$ cat config.mk
export PLATFORM = sky130hd
export DESIGN_NAME = turf_housekeeping
export DESIGN_NICKNAME = d
export VERILOG_FILES = /design/src/hw/turf_pkg.sv /design/src/hw/turf_housekeeping.sv /design/src/hw/turf_gpo_mux.sv /design/src/hw/turfio_status.sv /design/src/hw/turfio_port.sv /design/src/hw/turf_ctrl_regs.sv
export VERILOG_INCLUDE_DIRS = /design/src /design/src/include
export SDC_FILE = /design/constraint.sdc
export NUM_CORES = 1
export LEC_CHECK = 0
export BUFFER_PORTS_ARGS = -buffer_cell sky130_fd_sc_hd__buf_2
export CORE_UTILIZATION = 39
export DETAILED_ROUTE_END_ITERATION = 10
export PLACE_DENSITY_LB_ADDON = 0.05
export SLEW_MARGIN = 25
export SYNTH_ARGS = -nofsm -noshare
export SYNTH_HDL_FRONTEND = slang
export SYNTH_SLANG_ARGS = --single-unit
$ cat constraint.sdc
create_clock -name ps_clk -period 1.2 [get_ports ps_clk]
set_input_delay 0.24 -clock ps_clk [delete_from_list [all_inputs] [get_ports ps_clk]]
set_output_delay 0.24 -clock ps_clk [all_outputs]
set_load 0.02 [all_outputs]
$ cat src/include/turf_consts.svh
`ifndef TURF_CONSTS_SVH
`define TURF_CONSTS_SVH

// Number of TURFIO links on the crate
`define TURF_NUM_TIO            4

// Register word addresses
`define TURF_ADDR_ID            4'd0
`define TURF_ADDR_DATEVER       4'd1
`define TURF_ADDR_CTRL          4'd2
`define TURF_ADDR_STATUS        4'd3

// Identity is ASCII "TURF"; version 0.8.8 sits in the low half
`define TURF_IDENT              32'h5455_5246
`define TURF_DATEVERSION        32'h0000_0808

// Board polarity of the TURFIO GPIO inputs, bit 3 is link D
`define TURF_INV_GPIO           4'b1100

// Crate bridge types, codes 2 and 3 are not implemented
`define TURF_BRIDGE_NONE        2'd0
`define TURF_BRIDGE_AURORA      2'd1

// General-purpose output sources
`define TURF_GPO_SYNC           3'd0
`define TURF_GPO_RUN            3'd1
`define TURF_GPO_TRIG           3'd2
`define TURF_GPO_PPS            3'd3

// Control word layout
`define TURF_CTRL_WIDTH         16
`define TURF_CTRL_RELEASE_LSB   0
`define TURF_CTRL_BRIDGE_LSB    4
`define TURF_CTRL_GPO_EN_BIT    12
`define TURF_CTRL_GPO_SEL_LSB   13

// Status word layout
`define TURF_STAT_LEVEL_LSB     0
`define TURF_STAT_RISE_LSB      4
`define TURF_STAT_INVALID_LSB   8
`define TURF_STAT_LINKUP_LSB    12

`endif
$ cat src/hw/turf_pkg.sv
`default_nettype none

`include "turf_consts.svh"

package turf_pkg;

    ////////////////////////////////////////
    // Plain vector types
    ////////////////////////////////////////

    // Register word address and data
    typedef logic [3:0]  reg_addr_t;
    typedef logic [31:0] reg_data_t;

    // One bit per TURFIO link
    typedef logic [`TURF_NUM_TIO-1:0] tio_mask_t;

    // Bridge type of one link
    typedef logic [1:0] bridge_sel_t;

    // GPO source select, codes above PPS give a low output
    typedef logic [2:0] gpo_sel_t;

    ////////////////////////////////////////
    // Bundles
    ////////////////////////////////////////

    // Register block to one link slice
    typedef struct packed {
        logic        release_link;
        bridge_sel_t bridge;
        logic        access;
    } tio_ctrl_t;

    // One link slice to the status collector
    typedef struct packed {
        logic level;
        logic rise;
        logic invalid;
        logic link_up;
    } tio_stat_t;

    // A strobe source for the GPO: clock enable and its data
    typedef struct packed {
        logic ce;
        logic d;
    } gpo_strobe_t;

    typedef struct packed {
        gpo_strobe_t sync;
        gpo_strobe_t run;
        gpo_strobe_t trig;
        gpo_strobe_t pps;
    } gpo_src_t;

endpackage

`default_nettype wire

$ cat src/hw/turf_housekeeping.sv
`timescale 1ns/1ps
`default_nettype none

`include "turf_consts.svh"

module turf_housekeeping (
    input  logic                ps_clk,
    input  logic                rst_n_i,

    // Register strobes from the processor
    input  logic                reg_wr_i,
    input  logic                reg_rd_i,
    input  turf_pkg::reg_addr_t reg_addr_i,
    input  turf_pkg::reg_data_t reg_wdata_i,
    output turf_pkg::reg_data_t reg_rdata_o,

    // Crate access through the bridge
    input  logic                crate_access_i,
    input  logic [1:0]          crate_tio_i,

    // TURFIO pins
    input  turf_pkg::tio_mask_t tio_gpio_i,
    input  turf_pkg::tio_mask_t link_up_i,
    output turf_pkg::tio_mask_t tio_reset_oe_o,

    // General-purpose output
    input  turf_pkg::gpo_src_t  gpo_src_i,
    output logic                gpo_o
);
    import turf_pkg::*;

    localparam tio_mask_t INV_GPIO = `TURF_INV_GPIO;

    tio_ctrl_t [`TURF_NUM_TIO-1:0] tio_ctrl;
    tio_stat_t [`TURF_NUM_TIO-1:0] tio_stat;
    reg_data_t                     status_word;
    reg_data_t                     status_clr;
    logic                          gpo_en;
    gpo_sel_t                      gpo_sel;

    turf_ctrl_regs u_regs (
        .ps_clk         (ps_clk),
        .rst_n_i        (rst_n_i),
        .reg_wr_i       (reg_wr_i),
        .reg_rd_i       (reg_rd_i),
        .reg_addr_i     (reg_addr_i),
        .reg_wdata_i    (reg_wdata_i),
        .reg_rdata_o    (reg_rdata_o),
        .crate_access_i (crate_access_i),
        .crate_tio_i    (crate_tio_i),
        .status_i       (status_word),
        .status_clr_o   (status_clr),
        .tio_ctrl_o     (tio_ctrl),
        .gpo_en_o       (gpo_en),
        .gpo_sel_o      (gpo_sel)
    );

    ////////////////////////////////////////
    // TURFIO link slices
    ////////////////////////////////////////

    for (genvar i = 0; i < `TURF_NUM_TIO; i++) begin : g_tio
        turfio_port #(
            .INVERT (INV_GPIO[i])
        ) u_port (
            .ps_clk     (ps_clk),
            .rst_n_i    (rst_n_i),
            .ctrl_i     (tio_ctrl[i]),
            .gpio_pin_i (tio_gpio_i[i]),
            .link_up_i  (link_up_i[i]),
            .reset_oe_o (tio_reset_oe_o[i]),
            .stat_o     (tio_stat[i])
        );
    end

    turfio_status u_status (
        .ps_clk   (ps_clk),
        .rst_n_i  (rst_n_i),
        .stat_i   (tio_stat),
        .clr_i    (status_clr),
        .status_o (status_word)
    );

    turf_gpo_mux u_gpo (
        .ps_clk    (ps_clk),
        .rst_n_i   (rst_n_i),
        .gpo_en_i  (gpo_en),
        .gpo_sel_i (gpo_sel),
        .src_i     (gpo_src_i),
        .gpo_o     (gpo_o)
    );

endmodule

`default_nettype wire

$ cat src/hw/turf_gpo_mux.sv
`timescale 1ns/1ps
`default_nettype none

`include "turf_consts.svh"

module turf_gpo_mux (
    input  logic               ps_clk,
    input  logic               rst_n_i,
    input  logic               gpo_en_i,
    input  turf_pkg::gpo_sel_t gpo_sel_i,
    input  turf_pkg::gpo_src_t src_i,
    output logic               gpo_o
);
    logic sel_valid;
    logic sel_ce;
    logic sel_d;
    logic gpo_q;

    // Pick the strobe pair of the selected source
    always_comb begin
        sel_valid = 1'b1;
        sel_ce    = 1'b0;
        sel_d     = 1'b0;
        case (gpo_sel_i)
            `TURF_GPO_SYNC: begin
                sel_ce = src_i.sync.ce;
                sel_d  = src_i.sync.d;
            end
            `TURF_GPO_RUN: begin
                sel_ce = src_i.run.ce;
                sel_d  = src_i.run.d;
            end
            `TURF_GPO_TRIG: begin
                sel_ce = src_i.trig.ce;
                sel_d  = src_i.trig.d;
            end
            `TURF_GPO_PPS: begin
                sel_ce = src_i.pps.ce;
                sel_d  = src_i.pps.d;
            end
            default: sel_valid = 1'b0;
        endcase
    end

    // Output parks low when disabled or pointed at an unused source
    always_ff @(posedge ps_clk) begin
        if (!rst_n_i || !gpo_en_i || !sel_valid) begin
            gpo_q <= 1'b0;
        end else if (sel_ce) begin
            gpo_q <= sel_d;
        end
    end

    assign gpo_o = gpo_q;

endmodule

`default_nettype wire

$ cat src/hw/turfio_status.sv
`timescale 1ns/1ps
`default_nettype none

`include "turf_consts.svh"

module turfio_status (
    input  logic                                       ps_clk,
    input  logic                                       rst_n_i,
    input  turf_pkg::tio_stat_t [`TURF_NUM_TIO-1:0]    stat_i,
    input  turf_pkg::reg_data_t                        clr_i,
    output turf_pkg::reg_data_t                        status_o
);
    import turf_pkg::*;

    tio_mask_t level_vec;
    tio_mask_t rise_vec;
    tio_mask_t invalid_vec;
    tio_mask_t link_vec;
    tio_mask_t rise_clr;
    tio_mask_t invalid_clr;
    tio_mask_t rise_sticky_q;
    tio_mask_t invalid_sticky_q;

    // Gather the slices into per-field vectors
    always_comb begin
        for (int i = 0; i < `TURF_NUM_TIO; i++) begin
            level_vec[i]   = stat_i[i].level;
            rise_vec[i]    = stat_i[i].rise;
            invalid_vec[i] = stat_i[i].invalid;
            link_vec[i]    = stat_i[i].link_up;
        end
    end

    assign rise_clr    = clr_i[`TURF_STAT_RISE_LSB +: `TURF_NUM_TIO];
    assign invalid_clr = clr_i[`TURF_STAT_INVALID_LSB +: `TURF_NUM_TIO];

    ////////////////////////////////////////
    // Sticky flags
    ////////////////////////////////////////

    // A new event in the same cycle as its clear keeps the bit set
    always_ff @(posedge ps_clk) begin
        if (!rst_n_i) begin
            rise_sticky_q    <= '0;
            invalid_sticky_q <= '0;
        end else begin
            rise_sticky_q    <= (rise_sticky_q & ~rise_clr) | rise_vec;
            invalid_sticky_q <= (invalid_sticky_q & ~invalid_clr) | invalid_vec;
        end
    end

    // Status word, upper half reads as zero
    always_comb begin
        status_o = '0;
        status_o[`TURF_STAT_LEVEL_LSB   +: `TURF_NUM_TIO] = level_vec;
        status_o[`TURF_STAT_RISE_LSB    +: `TURF_NUM_TIO] = rise_sticky_q;
        status_o[`TURF_STAT_INVALID_LSB +: `TURF_NUM_TIO] = invalid_sticky_q;
        status_o[`TURF_STAT_LINKUP_LSB  +: `TURF_NUM_TIO] = link_vec;
    end

endmodule

`default_nettype wire

$ cat src/hw/turfio_port.sv
`timescale 1ns/1ps
`default_nettype none

`include "turf_consts.svh"

module turfio_port #(
    parameter bit INVERT = 1'b0
) (
    input  logic                ps_clk,
    input  logic                rst_n_i,
    input  turf_pkg::tio_ctrl_t ctrl_i,
    input  logic                gpio_pin_i,
    input  logic                link_up_i,
    output logic                reset_oe_o,
    output turf_pkg::tio_stat_t stat_o
);
    logic reset_oe_q;
    logic gpio_meta_q;
    logic level_next;
    logic level_q;
    logic rise_q;
    logic link_meta_q;
    logic link_up_q;
    logic bridge_ok;
    logic invalid_q;

    // Open-drain reset line is pulled low while the enable is high
    always_ff @(posedge ps_clk) begin
        if (!rst_n_i) begin
            reset_oe_q <= 1'b1;
        end else begin
            reset_oe_q <= ~ctrl_i.release_link;
        end
    end

    ////////////////////////////////////////
    // GPIO capture
    ////////////////////////////////////////

    // Second synchronizer stage also applies the board polarity
    assign level_next = gpio_meta_q ^ INVERT;

    // First stage starts at the idle pin level so the corrected level starts low
    always_ff @(posedge ps_clk) begin
        if (!rst_n_i) begin
            gpio_meta_q <= INVERT;
            level_q     <= 1'b0;
            rise_q      <= 1'b0;
        end else begin
            gpio_meta_q <= gpio_pin_i;
            level_q     <= level_next;
            rise_q      <= level_next & ~level_q;
        end
    end

    ////////////////////////////////////////
    // Bridge validity
    ////////////////////////////////////////

    always_ff @(posedge ps_clk) begin
        if (!rst_n_i) begin
            link_meta_q <= 1'b0;
            link_up_q   <= 1'b0;
            invalid_q   <= 1'b0;
        end else begin
            link_meta_q <= link_up_i;
            link_up_q   <= link_meta_q;
            invalid_q   <= ctrl_i.access & ~bridge_ok;
        end
    end

    // No bridge is always valid and aurora needs its link up
    always_comb begin
        case (ctrl_i.bridge)
            `TURF_BRIDGE_NONE:   bridge_ok = 1'b1;
            `TURF_BRIDGE_AURORA: bridge_ok = link_up_q;
            default:             bridge_ok = 1'b0;
        endcase
    end

    assign reset_oe_o     = reset_oe_q;
    assign stat_o.level   = level_q;
    assign stat_o.rise    = rise_q;
    assign stat_o.invalid = invalid_q;
    assign stat_o.link_up = link_up_q;

endmodule

`default_nettype wire

$ cat src/hw/turf_ctrl_regs.sv
`timescale 1ns/1ps
`default_nettype none

`include "turf_consts.svh"

module turf_ctrl_regs (
    input  logic                                       ps_clk,
    input  logic                                       rst_n_i,
    input  logic                                       reg_wr_i,
    input  logic                                       reg_rd_i,
    input  turf_pkg::reg_addr_t                        reg_addr_i,
    input  turf_pkg::reg_data_t                        reg_wdata_i,
    output turf_pkg::reg_data_t                        reg_rdata_o,
    input  logic                                       crate_access_i,
    input  logic [1:0]                                 crate_tio_i,
    input  turf_pkg::reg_data_t                        status_i,
    output turf_pkg::reg_data_t                        status_clr_o,
    output turf_pkg::tio_ctrl_t [`TURF_NUM_TIO-1:0]    tio_ctrl_o,
    output logic                                       gpo_en_o,
    output turf_pkg::gpo_sel_t                         gpo_sel_o
);
    import turf_pkg::*;

    logic [`TURF_CTRL_WIDTH-1:0] ctrl_q;
    tio_mask_t                   access_q;

    ////////////////////////////////////////
    // Control word
    ////////////////////////////////////////

    // Zero after reset, so every link starts held in reset
    always_ff @(posedge ps_clk) begin
        if (!rst_n_i) begin
            ctrl_q <= '0;
        end else if (reg_wr_i && reg_addr_i == `TURF_ADDR_CTRL) begin
            ctrl_q <= reg_wdata_i[`TURF_CTRL_WIDTH-1:0];
        end
    end

    // Write-one-to-clear of the sticky status bits, a pulse as long as the strobe
    assign status_clr_o = (reg_wr_i && reg_addr_i == `TURF_ADDR_STATUS) ? reg_wdata_i : '0;

    ////////////////////////////////////////
    // Register reads
    ////////////////////////////////////////

    // Read data is held until the next read strobe
    always_ff @(posedge ps_clk) begin
        if (!rst_n_i) begin
            reg_rdata_o <= '0;
        end else if (reg_rd_i) begin
            case (reg_addr_i)
                `TURF_ADDR_ID:      reg_rdata_o <= `TURF_IDENT;
                `TURF_ADDR_DATEVER: reg_rdata_o <= `TURF_DATEVERSION;
                `TURF_ADDR_CTRL:    reg_rdata_o <= reg_data_t'(ctrl_q);
                `TURF_ADDR_STATUS:  reg_rdata_o <= status_i;
                default:            reg_rdata_o <= '0;
            endcase
        end
    end

    ////////////////////////////////////////
    // Crate access decode
    ////////////////////////////////////////

    // One-hot on the link addressed by the crate, one cycle after the strobe
    always_ff @(posedge ps_clk) begin
        if (!rst_n_i) begin
            access_q <= '0;
        end else begin
            access_q <= '0;
            if (crate_access_i) begin
                access_q[crate_tio_i] <= 1'b1;
            end
        end
    end

    // Per-link view of the control fields
    always_comb begin
        for (int i = 0; i < `TURF_NUM_TIO; i++) begin
            tio_ctrl_o[i].release_link = ctrl_q[`TURF_CTRL_RELEASE_LSB + i];
            tio_ctrl_o[i].bridge =
                ctrl_q[`TURF_CTRL_BRIDGE_LSB + $bits(bridge_sel_t)*i +: $bits(bridge_sel_t)];
            tio_ctrl_o[i].access = access_q[i];
        end
    end

    assign gpo_en_o  = ctrl_q[`TURF_CTRL_GPO_EN_BIT];
    assign gpo_sel_o = ctrl_q[`TURF_CTRL_GPO_SEL_LSB +: $bits(gpo_sel_t)];

endmodule

`default_nettype wire

# Word-level counts from Yosys, hierarchy flattened
# Cells that the tools add are included.
[op_classes]
order_cmp = 2
eq_ne = 10
mux = 11
bitwise_logic = 28
n_reduce_logical = 16
[ops]
columns = ["cell", "n"]
rows = [
  ["$pmux W31 S4", 1],
  ["$not A1 Y1", 14],
  ["$mux W12", 1],
  ["$and A1 B1 Y1", 8],
  ["$and A4 B4 Y4", 2],
  ["$eq A2 B1 Y1 const B", 4],
  ["$eq A4 B2 Y1 const B", 2],
  ["$logic_not A2 Y1", 4],
  ["$not A4 Y4", 2],
  ["$or A4 B4 Y4", 2],
  ["$pmux W1 S2", 4],
  ["$pmux W1 S4", 2],
  ["$eq A3 B2 Y1 const B", 2],
  ["$eq A4 B1 Y1 const B", 1],
  ["$logic_not A4 Y1", 1],
  ["$reduce_or A4 Y1", 1],
  ["$eq A3 B1 Y1 const B", 1],
  ["$logic_and A1 B1 Y1", 3],
  ["$logic_not A1 Y1", 3],
  ["$logic_not A3 Y1", 1],
  ["$lt A2 B3 Y1 const B", 1],
  ["$demux W1 S2", 1],
  ["$ge A2 B1 Y1 const B", 1],
  ["$logic_or A1 B1 Y1", 2],
  ["2 further kinds", 3],
]
[word_totals]
reg_bits = 89
output_inout_bits = 37
word_cells = 101

# Longest topological paths before layout
[depth]
word_depth = 6
mapped_depth = 6
ltp_nobuf = 4

# Hierarchy
# From an unflattened synthesis, not the netlist that was laid out.
[unflattened]
cells_unflattened = 404
hier_area_um2 = 4005.1
[by_module_without_submodules]
columns = ["mod", "n_inst", "cells_each", "area_each_um2", "seq_area_each_um2"]
rows = [
  ["turf_ctrl_regs", 1, 265, 2424.8, 1041.0],
  ["turfio_status", 1, 50, 521.8, 160.2],
  ["turfio_port at g_tio[0].u_port ...", 2, 19, 235.2, 140.1],
  ["turfio_port at g_tio[2].u_port ...", 2, 19, 232.7, 140.1],
  ["turf_gpo_mux", 1, 13, 122.6, 20.0],
]

# Worst setup path before layout
# No wires, ideal clock.
[synth_timing]
path_type = "in2reg"
start = "input port reg_addr_i[0]"
end = "register u_status.invalid_sticky_q[0]"
t_arrival_ps = 1062
required_ps = 1085
slack_ps = 23
path_stages = 5
n_path_buf = 1
cell_sequence = "buf_6 > nand2_4 > nor4b_4 > a21boi_0 > o21a_1"
[synth_between]
elab_chain_len = 6
[synth_rtl]
columns = ["item", "line_no", "text"]
rows = [
  ["start: declaration", "turf_housekeeping.sv:13", "input turf_pkg::reg_addr_t reg_addr_i,"],
  ["$eq A4 B2 Y1 (no source line)", "-", ""],
  ["$logic_and A1 B1 Y1 (no source line)", "-", ""],
  ["$mux W12", "turf_ctrl_regs.sv:41", "assign status_clr_o = (reg_wr_i && reg_addr_i == `TURF_ADDR_STATUS) ? reg_wdata_i : '0;"],
  ["$not A4 Y4", "turfio_status.sv:48", "invalid_sticky_q <= (invalid_sticky_q & ~invalid_clr) | invalid_vec;"],
  ["$and A4 B4 Y4", "turfio_status.sv:48", ""],
  ["$or A4 B4 Y4", "turfio_status.sv:48", ""],
  ["end signal: assignment", "turfio_status.sv:48", ""],
  ["end: declaration", "turfio_status.sv:22", "tio_mask_t invalid_sticky_q;"],
]
# Every way passes these cells.
# A chain may end at the register's enable or synchronous reset.

==> impl_results.md <==
- HP Class: input port to register
- Clock Power Share: 42.1%
- CP max FO: 8
- DR WL/cell: between 10 and 15 um
- Post-synth top area share: about 51%
- HPWL Detailed: ~4400 um
- Pre-Repair DR Iteration Count: 4
- Antenna-violating nets left: 0
- Vias per Instance: 4.47
- Synth Area in Simple Gates: between 15 and 20%
- Final setup viols: 0
- Gr ovfl total: 0
- Post-synthesis mux area share: about 4.4%
- Total wire length: approximately 6000 um
- Dominant cell by count in the synthesized netlist: dfxtp_1
- Status: finished clean
- # IOs: 96
- Die footprint: between 7000 and 8000 um2
- Clk Latency, worst-skew pair: between 0.3 and 0.4 ns
- Synth Register Bits: 74
- Worst hold margin: about 0.066 ns
- TritonCTS clock tree: done
- Largest stage delay, worst path: ~0.38 ns
- Yosys Warn Count: 0
- CP Launch Type: register
- Fmax: between 800 and 900 MHz
- Max-slew violation count: 0
- Core ar.: between 7000 and 8000 um2
- Num rows: 31
- Post-Synth XOR/XNOR Area: 0%
- Tmin final: ~1.1 ns
- Post-synth top area cell: dfxtp_1
- Largest family of logic cells by synthesized area: simple AND/OR/NAND/NOR gates
- Root Driver: clkbuf_8
- Die Span Y: 88.6 um
- Clock Skews: roughly 0.0063 ns
- Slowest cell on crit path: dfxtp_2
- Post-layout net count: 450
- Sw Ratio: between 20% and 30%
- Psw: ~1.1 mW
- Die span in x: just under 90 um
- Register area share after synthesis: 50.6%
- Synthesized area per cell: between 9 and 10 um2
- Bufs and invs on worst path: 1
- Cell breakdown of the critical path: buf_2
- Tot GR Track Use: approximately 17%
- Flop pwr share: between 50% and 60%
- DR vias: 2212
- Drt drc: 0
- Count of cell types in the netlist: 31
- Int Pwr: between 3 and 4 mW
- EDFF count, synth: 0
- Crit path arrival time: between 0.9 and 1 ns
- Leakage: 1.55 nW
- Area grow syn2layout: 24.4%
- Largest net degree at the start of global routing: 36
- H-tree Lvls: 3
- Synth Cell Area: ~2900 um2
- Pwr/cell area: about 1400 nW/um2
- Post-CTS setup buffer count: 0
- WP data required: approximately 0.96 ns
- Instance count of the mapped netlist: roughly 310
- Ys async rst share: 0%
- Gpl congestion: about 0.72
- Number of diodes: 0
- Comb pwr share: between 7 and 8%
- Starting Density: approximately two fifths
- Initial DRC count: 59
- Port buffer count: 70
- Max cap viols: 0
- Post-synthesis compound-gate area fraction: between 10% and 20%
- Total CTS buffers: 9
- Final core occ: 50.2%
- Synth top cells by count: 74 x dfxtp_1, 49 x nand2_1, 23 x and2_1, 21 x a21boi_0, 20 x buf_4
- Clock sinks: 74
- Final hold violations: 0
- First-pass GRT wire length: a little under 10000 um
- Vias in the first global route: between 2000 and 2500
- Power, Total: ~5.0 mW
- Critical setup path kind: register to output pin
- CP endpoint kind: output pin
- Clock transition at path regs: ~0.080 ns
- Share of layout cells above drive strength 1: 29.0%
- Max clock buf depth: 2
- Post-CTS Hold Buffers: 0
- CP top delay family: flip-flops
- Top FF cell, synth: dfxtp_1
- Synth top area cells: dfxtp_1 51%, nand2_1 6.3%, a21boi_0 5.4%, buf_4 5.1%, and2_1 4.9%
- RSZ-0062 raised after global routing: true
- Initial antenna violation count: 0
- Synth Area in Adders: 0%
- Crit share post-route: 95.6%
- Max VDD drop: approximately 0.00072 V
==> power by group through the flow <==
stage | Sequential (mW) | Clock (mW) | Combinational, mW
final | 2.53 | 2.12 | 0.376
after global routing | 2.54 | 2.29 | 0.419
after CTS | 2.53 | 2.17 | 0.378
after detailed placement | 2.59 | 0 | 0.377
after global placement | 2.59 | 0 | 0.376
after floorplan | 2.59 | 0 | 0.227
==> final timing paths <==
kind / depth (start not counted) / end / from / slack, ns
setup / recovery: 1 / reg_rdata_o[22] / u_regs.reg_rdata_o[28] / 0.05
hold / removal: 2 / g_tio[2].u_port.gpio_meta_q / tio_gpio_i[2] / 0.07
setup reg to reg: 5 / u_gpo.gpo_o / u_regs.ctrl_q[15] / 0.10
hold reg to reg: 1 / g_tio[3].u_port.level_q / g_tio[3].u_port.gpio_meta_q / 0.39
==> placed cells by master (no fill, tap or decap), types with 12 or more instances in the layout <==
master / synthesis / routed
and2_1: 23 / 23
dfxtp_1: 74 / 72
nor2_1: 13 / 13
inv_1: 15 / 15
o21a_1: 14 / 14
mux2i_1: 13 / 13
buf_4: 20 / 20
nand2_1: 49 / 49
a21boi_0: 21 / 21
nor2b_1: 12 / 12
buf_2: 5 / 70
==> routing by layer <==
layer	routed length [um]	up-vias	track usage [%]
li1	-	1158	-
met1	3180	992	23.4
met2	2630	53	25.8
met3	249	9	3.82
met4	108	0	8.36
met5	0	-	0
==> sequential cells by signal, summed over array words and instances (netlist names) <==
name,flops
g_tio.u_port.link_up_q,4
g_tio.u_port.link_meta_q,4
g_tio.u_port.level_q,4
g_tio.u_port.gpio_meta_q,4
g_tio.u_port.reset_oe_o,4
u_gpo.gpo_o,1
u_regs.ctrl_q,16
u_status.rise_sticky_q,4
u_regs.reg_rdata_o,17
u_regs.access_q,4
g_tio.u_port.rise_q,4
g_tio.u_port.invalid_q,4
u_status.invalid_sticky_q,4
==> cells by family after synthesis <==
kind of cell    count (synthesis)
flops                          74
simple gates                  113
compound gates                 63
other cells                     1
buf+inv                        50
mux                            13
==> cell type report <==
type / instances / area [um2]
Clock buffer: 10 / 138
Clock inverter: 6 / 80.1
Multi-Input combinational cell: 198 / 1200
Sequential cell: 74 / 1480
Tap cell: 99 / 124
Timing Repair Buffer: 93 / 561
Fill cell: 745 / 3610
Inverter: 15 / 56.3
==> per-stage QoR <==
stage	setup WS, ns	cells	cell area (um2)	TNS, ns
after global routing	-0.00341	495	3640	-0.00691
after detailed placement	-0.189	479	3410	-3.83
after CTS	0.0269	495	3630	0
after floorplan	0.0231	322	2960	0
final	0.0531	495	3640	0
after global placement	-0.153	479	3410	-3.32
==> timing repair <==
action | 4_1_cts | 5_1_grt
endpoints found under the setup margin | 7 | 5
pin swaps | 0 | 1
gates cloned | 0 | 0
endpoints found under the hold margin | 0 | 0
gates resized for setup | 1 | 3
Power figures use the tool's default switching activity.
